==> src/logic/pool_out_pkg.sv <==
// pooling output stage: shared widths, word and beat types, flush states
package pool_out_pkg;

  // ==========================================================================
  // widths
  // ==========================================================================

  // one pooled result
  localparam int DATA_W = 8;

  // one flag value
  localparam int FLAG_W = 32;

  // byte lanes in an output word, lane 0 carries the address
  localparam int LANES = 16;
  localparam int BYTES_PER_WORD = LANES - 1;

  // flags packed into one output word
  localparam int FLAGS_PER_WORD = 4;

  localparam int WORD_W = LANES * DATA_W;

  // ==========================================================================
  // types
  // ==========================================================================

  // fill count per address, never reaches 15 in storage
  typedef logic [3:0] lane_cnt_t;

  typedef logic [WORD_W-1:0] word_t;

  // input byte with its destination address
  typedef struct packed {
    logic [7:0]        addr;
    logic [DATA_W-1:0] data;
  } byte_beat_t;

  typedef logic [FLAG_W-1:0] flag_beat_t;

  // layer finish sequence
  typedef enum logic [1:0] {
    ST_RUN   = 2'd0,
    ST_FLUSH = 2'd1,
    ST_DRAIN = 2'd2,
    ST_CLEAR = 2'd3
  } flush_state_t;

endpackage

==> src/logic/pool_byte_gather.sv <==
// byte gather: collects fifteen bytes per address into one output word
module pool_byte_gather import pool_out_pkg::*; #(
  parameter int ADDR_W = 4
) (
  input  logic       clk,
  input  logic       rst_n,
  input  logic       byte_valid_i,
  input  byte_beat_t byte_i,
  output logic       byte_ready_o,
  input  logic       flush_i,
  input  logic       full_i,
  output logic       push_o,
  output word_t      word_o,
  output logic       done_o
);

  localparam int NUM_ADDR = 2 ** ADDR_W;

  // ==========================================================================
  // storage
  // ==========================================================================

  // byte slots per address
  logic [DATA_W-1:0] byte_mem [NUM_ADDR][BYTES_PER_WORD];
  lane_cnt_t         cnt_q    [NUM_ADDR];

  logic [ADDR_W-1:0] in_addr;
  lane_cnt_t         in_cnt;
  logic              accept;
  logic              fill_push;

  // flush scan
  logic [ADDR_W-1:0] scan_q;
  logic              done_q;
  logic              scan_busy;
  logic              scan_step;
  logic              flush_push;
  logic              any_pend;

  logic [ADDR_W-1:0] sel_addr;
  lane_cnt_t         sel_cnt;

  assign in_addr = byte_i.addr[ADDR_W-1:0];
  assign in_cnt  = cnt_q[in_addr];

  // input stalls on a full queue and during the scan
  assign byte_ready_o = !full_i && !flush_i;
  assign accept       = byte_valid_i && byte_ready_o;

  // fifteenth byte completes the word on the same edge
  assign fill_push = accept && (in_cnt == lane_cnt_t'(BYTES_PER_WORD - 1));

  always_ff @(posedge clk) begin
    if (accept) begin
      byte_mem[in_addr][in_cnt] <= byte_i.data;
    end
  end

  always_ff @(posedge clk or negedge rst_n) begin
    if (!rst_n) begin
      for (int a = 0; a < NUM_ADDR; a++) begin
        cnt_q[a] <= '0;
      end
    end else if (flush_push) begin
      cnt_q[scan_q] <= '0;
    end else if (fill_push) begin
      cnt_q[in_addr] <= '0;
    end else if (accept) begin
      cnt_q[in_addr] <= in_cnt + lane_cnt_t'(1);
    end
  end

  // ==========================================================================
  // flush scan
  // ==========================================================================

  assign scan_busy = flush_i && !done_q;

  // empty addresses are skipped, a filled one waits for queue room
  assign scan_step  = (cnt_q[scan_q] == '0) || !full_i;
  assign flush_push = scan_busy && (cnt_q[scan_q] != '0) && !full_i;

  always_ff @(posedge clk or negedge rst_n) begin
    if (!rst_n) begin
      scan_q <= '0;
      done_q <= 1'b0;
    end else if (!flush_i) begin
      scan_q <= '0;
      done_q <= 1'b0;
    end else if (scan_busy && scan_step) begin
      if (scan_q == {ADDR_W{1'b1}}) begin
        done_q <= 1'b1;
      end else begin
        scan_q <= scan_q + 1'b1;
      end
    end
  end

  assign done_o = done_q;

  // some address still holds bytes
  always_comb begin
    any_pend = 1'b0;
    for (int a = 0; a < NUM_ADDR; a++) begin
      if (cnt_q[a] != '0) begin
        any_pend = 1'b1;
      end
    end
  end

  // ==========================================================================
  // word assembly
  // ==========================================================================

  assign sel_addr = flush_i ? scan_q : in_addr;
  assign sel_cnt  = cnt_q[sel_addr];

  // address in lane 0, stored bytes after it, unfilled lanes zero
  always_comb begin
    word_o = '0;
    word_o[DATA_W-1:0] = DATA_W'(sel_addr);
    for (int j = 0; j < BYTES_PER_WORD; j++) begin
      if (j < int'(sel_cnt)) begin
        word_o[(j+1)*DATA_W +: DATA_W] = byte_mem[sel_addr][j];
      end else if (!flush_i && j == int'(sel_cnt)) begin
        // incoming byte lands straight in the word
        word_o[(j+1)*DATA_W +: DATA_W] = byte_i.data;
      end
    end
  end

  assign push_o = fill_push || flush_push;

  // a finished scan leaves no address holding bytes
  a_done_empty: assert property (
    @(posedge clk) disable iff (!rst_n)
    done_o |-> !any_pend
  );

endmodule

==> src/logic/pool_flag_packer.sv <==
// flag packer: four flags per output word, zero padded on a layer flush
module pool_flag_packer import pool_out_pkg::*; (
  input  logic       clk,
  input  logic       rst_n,
  input  logic       flag_valid_i,
  input  flag_beat_t flag_i,
  output logic       flag_ready_o,
  input  logic       flush_i,
  input  logic       full_i,
  output logic       push_o,
  output word_t      word_o,
  output logic       empty_o
);

  logic [1:0] fill_q;
  flag_beat_t hold_q [FLAGS_PER_WORD-1];

  logic accept;
  logic group_push;
  logic flush_push;

  assign flag_ready_o = !full_i && !flush_i;
  assign accept       = flag_valid_i && flag_ready_o;

  assign group_push = accept && (fill_q == 2'd3);
  assign flush_push = flush_i && (fill_q != 2'd0) && !full_i;

  always_ff @(posedge clk or negedge rst_n) begin
    if (!rst_n) begin
      fill_q <= '0;
    end else if (flush_push) begin
      fill_q <= '0;
    end else if (accept) begin
      // wraps to zero on the fourth flag
      fill_q <= fill_q + 2'd1;
    end
  end

  // earlier flags of the group
  always_ff @(posedge clk) begin
    if (accept && fill_q != 2'd3) begin
      hold_q[fill_q] <= flag_i;
    end
  end

  // oldest flag in the low bits
  always_comb begin
    word_o = '0;
    for (int k = 0; k < FLAGS_PER_WORD - 1; k++) begin
      if (k < int'(fill_q)) begin
        word_o[k*FLAG_W +: FLAG_W] = hold_q[k];
      end
    end
    if (accept) begin
      word_o[(FLAGS_PER_WORD-1)*FLAG_W +: FLAG_W] = flag_i;
    end
  end

  assign push_o  = group_push || flush_push;
  assign empty_o = (fill_q == 2'd0);

endmodule

==> src/logic/pool_layer_ctrl.sv <==
// layer controller: runs the end-of-layer flush and pulses clear when drained
module pool_layer_ctrl import pool_out_pkg::*; (
  input  logic clk,
  input  logic rst_n,
  input  logic layer_fnh_i,
  input  logic gather_done_i,
  input  logic packer_empty_i,
  input  logic data_empty_i,
  input  logic flag_empty_i,
  output logic flush_o,
  output logic clear_up_o
);

  flush_state_t state_q;
  flush_state_t state_d;

  // ==========================================================================
  // next state
  // ==========================================================================

  always_comb begin
    state_d = state_q;
    case (state_q)
      ST_RUN: begin
        if (layer_fnh_i) begin
          state_d = ST_FLUSH;
        end
      end
      ST_FLUSH: begin
        // scan finished and no partial flag group left
        if (gather_done_i && packer_empty_i) begin
          state_d = ST_DRAIN;
        end
      end
      ST_DRAIN: begin
        if (data_empty_i && flag_empty_i) begin
          state_d = ST_CLEAR;
        end
      end
      ST_CLEAR: begin
        state_d = ST_RUN;
      end
      default: begin
        state_d = ST_RUN;
      end
    endcase
  end

  always_ff @(posedge clk or negedge rst_n) begin
    if (!rst_n) begin
      state_q <= ST_RUN;
    end else begin
      state_q <= state_d;
    end
  end

  // ==========================================================================
  // outputs
  // ==========================================================================

  assign flush_o    = (state_q == ST_FLUSH);
  assign clear_up_o = (state_q == ST_CLEAR);

  // layer finish arrives as a one-cycle pulse
  a_fnh_pulse: assert property (
    @(posedge clk) disable iff (!rst_n)
    layer_fnh_i |=> !layer_fnh_i
  );

endmodule

==> src/logic/pool_out_top.sv <==
// pooling output stage top: gather, flag packer, two word FIFOs, layer control
module pool_out_top import pool_out_pkg::*; #(
  parameter int ADDR_W     = 4,
  parameter int FIFO_DEPTH = 8
) (
  input  logic       clk,
  input  logic       rst_n,

  // pooled bytes
  input  logic       byte_valid_i,
  input  byte_beat_t byte_i,
  output logic       byte_ready_o,

  // flags
  input  logic       flag_valid_i,
  input  flag_beat_t flag_i,
  output logic       flag_ready_o,

  // data words out
  output logic       data_valid_o,
  output word_t      data_o,
  input  logic       data_ready_i,

  // flag words out
  output logic       flgw_valid_o,
  output word_t      flgw_o,
  input  logic       flgw_ready_i,

  input  logic       layer_fnh_i,
  output logic       clear_up_o
);

  logic  flush;
  logic  gather_done;
  logic  packer_empty;

  logic  data_push;
  word_t data_word;
  logic  data_full;
  logic  data_empty;

  logic  flag_push;
  word_t flag_word;
  logic  flag_full;
  logic  flag_empty;

  pool_byte_gather #(
    .ADDR_W (ADDR_W)
  ) u_gather (
    .clk          (clk),
    .rst_n        (rst_n),
    .byte_valid_i (byte_valid_i),
    .byte_i       (byte_i),
    .byte_ready_o (byte_ready_o),
    .flush_i      (flush),
    .full_i       (data_full),
    .push_o       (data_push),
    .word_o       (data_word),
    .done_o       (gather_done)
  );

  pool_flag_packer u_packer (
    .clk          (clk),
    .rst_n        (rst_n),
    .flag_valid_i (flag_valid_i),
    .flag_i       (flag_i),
    .flag_ready_o (flag_ready_o),
    .flush_i      (flush),
    .full_i       (flag_full),
    .push_o       (flag_push),
    .word_o       (flag_word),
    .empty_o      (packer_empty)
  );

  pool_word_fifo #(
    .FIFO_DEPTH (FIFO_DEPTH)
  ) u_data_fifo (
    .clk     (clk),
    .rst_n   (rst_n),
    .push_i  (data_push),
    .word_i  (data_word),
    .full_o  (data_full),
    .valid_o (data_valid_o),
    .word_o  (data_o),
    .ready_i (data_ready_i),
    .empty_o (data_empty)
  );

  pool_word_fifo #(
    .FIFO_DEPTH (FIFO_DEPTH)
  ) u_flag_fifo (
    .clk     (clk),
    .rst_n   (rst_n),
    .push_i  (flag_push),
    .word_i  (flag_word),
    .full_o  (flag_full),
    .valid_o (flgw_valid_o),
    .word_o  (flgw_o),
    .ready_i (flgw_ready_i),
    .empty_o (flag_empty)
  );

  pool_layer_ctrl u_ctrl (
    .clk            (clk),
    .rst_n          (rst_n),
    .layer_fnh_i    (layer_fnh_i),
    .gather_done_i  (gather_done),
    .packer_empty_i (packer_empty),
    .data_empty_i   (data_empty),
    .flag_empty_i   (flag_empty),
    .flush_o        (flush),
    .clear_up_o     (clear_up_o)
  );

endmodule

==> src/logic/pool_word_fifo.sv <==
// show-ahead word FIFO with a valid/ready drain port
module pool_word_fifo import pool_out_pkg::*; #(
  parameter int FIFO_DEPTH = 8
) (
  input  logic  clk,
  input  logic  rst_n,
  input  logic  push_i,
  input  word_t word_i,
  output logic  full_o,
  output logic  valid_o,
  output word_t word_o,
  input  logic  ready_i,
  output logic  empty_o
);

  localparam int PTR_W = $clog2(FIFO_DEPTH);

  word_t            mem [FIFO_DEPTH];
  logic [PTR_W-1:0] wr_ptr_q;
  logic [PTR_W-1:0] rd_ptr_q;
  logic [PTR_W:0]   count_q;
  logic             pop;

  assign pop = valid_o && ready_i;

  always_ff @(posedge clk) begin
    if (push_i) begin
      mem[wr_ptr_q] <= word_i;
    end
  end

  // pointers wrap naturally, depth is a power of two
  always_ff @(posedge clk or negedge rst_n) begin
    if (!rst_n) begin
      wr_ptr_q <= '0;
      rd_ptr_q <= '0;
      count_q  <= '0;
    end else begin
      if (push_i) begin
        wr_ptr_q <= wr_ptr_q + 1'b1;
      end
      if (pop) begin
        rd_ptr_q <= rd_ptr_q + 1'b1;
      end
      count_q <= count_q + (PTR_W+1)'(push_i) - (PTR_W+1)'(pop);
    end
  end

  assign full_o  = (count_q == (PTR_W+1)'(FIFO_DEPTH));
  assign empty_o = (count_q == '0);
  assign valid_o = !empty_o;

  // head entry visible without a read strobe
  assign word_o = mem[rd_ptr_q];

  // producers stall on full, so an overflow means a lost word
  a_no_push_full: assert property (
    @(posedge clk) disable iff (!rst_n)
    push_i |-> !full_o
  );

endmodule

==> config.mk <==
export PLATFORM = sky130hd
export DESIGN_NAME = pool_out_top
export DESIGN_NICKNAME = d
export VERILOG_FILES = /design/src/logic/pool_out_pkg.sv /design/src/logic/pool_byte_gather.sv /design/src/logic/pool_flag_packer.sv /design/src/logic/pool_layer_ctrl.sv /design/src/logic/pool_out_top.sv /design/src/logic/pool_word_fifo.sv
export SDC_FILE = /design/constraint.sdc
export NUM_CORES = 2
export LEC_CHECK = 0
export ABC_AREA = 1
export BUFFER_PORTS_ARGS = -buffer_cell sky130_fd_sc_hd__buf_2
export CORE_ASPECT_RATIO = 0.7
export CORE_UTILIZATION = 56
export CTS_BUF_LIST = sky130_fd_sc_hd__clkbuf_16
export DETAILED_ROUTE_END_ITERATION = 12
export PLACE_DENSITY = 0.78
export REMOVE_ABC_BUFFERS = 1
export SKIP_CTS_REPAIR_TIMING = 1
export SLEW_MARGIN = 20
export SYNTH_ARGS = -nofsm -noshare
export SYNTH_HDL_FRONTEND = slang
export SYNTH_SLANG_ARGS = --single-unit
==> constraint.sdc <==
create_clock -name clk -period 16 [get_ports clk]
set_clock_uncertainty 0.15 [all_clocks]
set_input_delay 3.2 -clock clk [delete_from_list [all_inputs] [get_ports clk]]
set_output_delay 3.2 -clock clk [all_outputs]
set_load 0.01 [all_outputs]
==> results.cfg <==
[logic_synthesis]
synth.distinct_cells = 41
ys_ff_latch = 4125
synth-adder-area-share = 0.00266
synth-simple-area-share = 0.113
yosys.area.top_type = edfxtp_1
syn_inst = 13300
synth_area_mm2 = 0.165
synth_top_family_by_area = simple AND/OR/NAND/NOR gates
seq_area_frac_synth = 0.746
syn_avg_cell_area_um2 = 12.4
yosysWarnings = 0
synth-compound-area-share = 0.109
synth_area_leaders = edfxtp_1, nor2_1, o21ai_0, nand2_1, clkbuf_1
synth_top_area_share = 0.732
muxShareOfSynthArea = 0.000182
synthXorXnorAreaFrac = 0.000742

[detailed_routing]
vias = 109000
drc_errors = 2
drtIter0Drc = 16900
finalWirelength_um = 429000
viasPerCell = 6.27
wl_per_cell_um = 24.6
ant_nets = 0
dr.pass1.iters = 11

[sta]
period_needed_ns = 9.09
setup_tns_ns = 0
rsz0062_at_grt = no
slew_headroom = 0.136
finalMaxSlewViolations = 0
fmax_ghz = 0.110
fin_crit_sh = 0.568
hold_viol = 0
worst_pin_slew_ns = 1.30
final-setup-viol-count = 0

[grt]
grt_usage = 0.280
grt_pass1_wl_um = 635000
grt_max_degree = 237
grt_overflow_total = 0
grt_pass1_vias = 103000
antenna_found_initial = 18

[floorplanning]
num_rows = 166
core_mm2 = 0.293
die_y_um = 457
io_pins = 316
die_area_mm2 = 0.297
initial_core_util = 0.564
die_w_um = 651

[placement]
dp_cells = 16700
numPortBuffers = 307
gp_congestion = 0.946
dp_hpwl_um = 231000

[pwr]
internal_power_uw = 20100
p_leak_uw = 0.0611
p_sw_frac = 0.350
pwr_density_cell_mw_per_mm2 = 170
p_total_uw = 30900
p_comb_frac = 0.292
seq_power_share = 0.421
max-vdd-ir-drop_v = 0.000158
p_sw_uw = 10800
p_clk_frac = 0.287

[worst_hold_path]
hold_class = flop to flop
holdPathEnd = u_data_fifo.count_q[0]
hold_path_depth = 1
hp-start = u_data_fifo.count_q[0]

[outcome]
failed_checks = design-rule violations
outcome = finished, violations left

[finish]
final_cell_mix = edfxtp_1, nor2_1, o21ai_0, nand2_1, nand3_1
final_common_cell = edfxtp_1
layout.cells.non_filler = 17400
final_util = 0.621
layout-drive-gt1-share = 0.0803
area_growth_pct = 10.1
fin_nets = 13300

[clock_network]
cts.path.max_buffers = 4
clkSlewWorstSetupHoldPaths_ns = 0.06
cts_tree = done
worstSkewPairLatency_ns = 0.92
h-tree-depth = 5
cts_inserted_buffers = 381
clock_sinks = 4125
clk_root_buffer_cell = clkbuf_16

[flow_run]
maxCapViolations = 0

[worst_setup_path]
required_ns = 16.35
rr_endpoint = u_data_fifo.mem[4][82]
rr_worst_depth = 16
crit_type = primary input to flop
crit_arrival_ns = 9.43
r2r_start = u_ctrl.state_q[1]
rrSetupSlack_ns = 8.96
startpoint_type = primary input
critPathCaptureType = flop
crit_path_max_fanout = 60
==> power by group through the flow <==
| stage | sequential, µW | combinational [µW] | clock (µW) |
|---|---|---|---|
| 6_report | 13000 | 9030 | 8870 |
| 5_1_grt | 13000 | 9720 | 9310 |
| 4_1_cts | 13000 | 8890 | 8900 |
| 3_5_place_dp | 13200 | 8810 | 0 |
| 3_3_place_gp | 13200 | 8600 | 0 |
| 2_1_floorplan | 13600 | 5660 | 0 |
==> cell usage after synthesis (all sizes together) <==
cell       n
a21oi      8
a31oi    252
buf      194
clkbuf   726
clkinv    16
conb       1
dfrtp     93
edfxtp  4032
fa         2
ha        32
inv      263
mux2i      3
nand2    928
nand3    472
nand3b     6
nand4     13
nor2    3313
nor3       7
nor4       8
o211ai   143
o21ai   2160
o221ai   208
o22ai    418
or2        2
xnor2      3
xor2      11
==> worst max path at each step <==
stage,from,to,depth (start not counted)
floorplan,byte_i[8],u_data_fifo.mem[0][36],13
global placement,byte_i[8],u_data_fifo.mem[6][81],14
detailed placement,byte_i[8],u_data_fifo.mem[5][82],14
CTS,byte_i[8],u_data_fifo.mem[4][82],14
global route,byte_i[8],u_data_fifo.mem[4][35],22
finish,byte_i[8],u_data_fifo.mem[4][35],22
==> final cells by class <==
cell class                 count  area [µm²]
sequential                  4125      123000
inverter                     279        1120
multi-input combinational   7993       37400
timing repair buffer         475        3050
clock buffer                 385        9630
clock inverter               304        2450
fill                       20700      111000
tap                         3864        4830
antenna                       13        32.5
==> kinds of logic after synthesis <==
family / Yosys count
and+or+nand+nor: 4749
DFF: 4125
AOI/OAI and AO/OA: 3189
buffers and inverters: 1199
adders and majority gates: 34
xor gates and xnor gates: 14
muxes: 3
other: 1
==> critical path, cell delays in order <==
cell,delay [ns]
buf_2,0.10
buf_4,0.26
inv_1,0.66
nor2_1,0.21
nand2_1,0.11
nand4_1,0.08
nand2_1,0.08
nand2_1,0.06
inv_1,0.05
nand2_1,0.15
clkinv_1,0.56
ha_1,0.28
nand2_1,0.11
inv_1,0.24
nand2_2,0.08
buf_4,0.35
nand2_1,0.34
inv_1,0.09
or2_2,0.39
nor2_4,0.57
buf_4,0.58
buf_4,0.68
==> routing by layer <==
layer  part of all wire  global-route usage
met3               0.12              0.0576
met2               0.45               0.418
met5             0.0012                   0
met1               0.39               0.405
met4              0.044               0.117
==> flip-flops by register name, indices dropped and copies added (netlist names), 2 cells and up <==
register / count
u_ctrl.state_q: 2
u_data_fifo.count_q: 4
u_data_fifo.mem: 992
u_data_fifo.rd_ptr_q: 3
u_data_fifo.wr_ptr_q: 3
u_flag_fifo.count_q: 4
u_flag_fifo.mem: 1024
u_flag_fifo.rd_ptr_q: 3
u_flag_fifo.wr_ptr_q: 3
u_gather.byte_mem: 1920
u_gather.cnt_q: 64
u_gather.scan_q: 4
u_packer.fill_q: 2
u_packer.hold_q: 96
==> stage by stage <==
stage | area [µm²] | setup WS (ns) | hold slack [ns]
floorplan | 162000 | -34.29 | 0.314
global placement | 170000 | 6.28 | 0.338
detailed placement | 170000 | 6.16 | 0.349
CTS | 182000 | 7.06 | 0.369
global route | 182000 | 6.83 | 0.393
finish | 182000 | 6.91 | 0.368
Power figures use the tool's default switching activity.
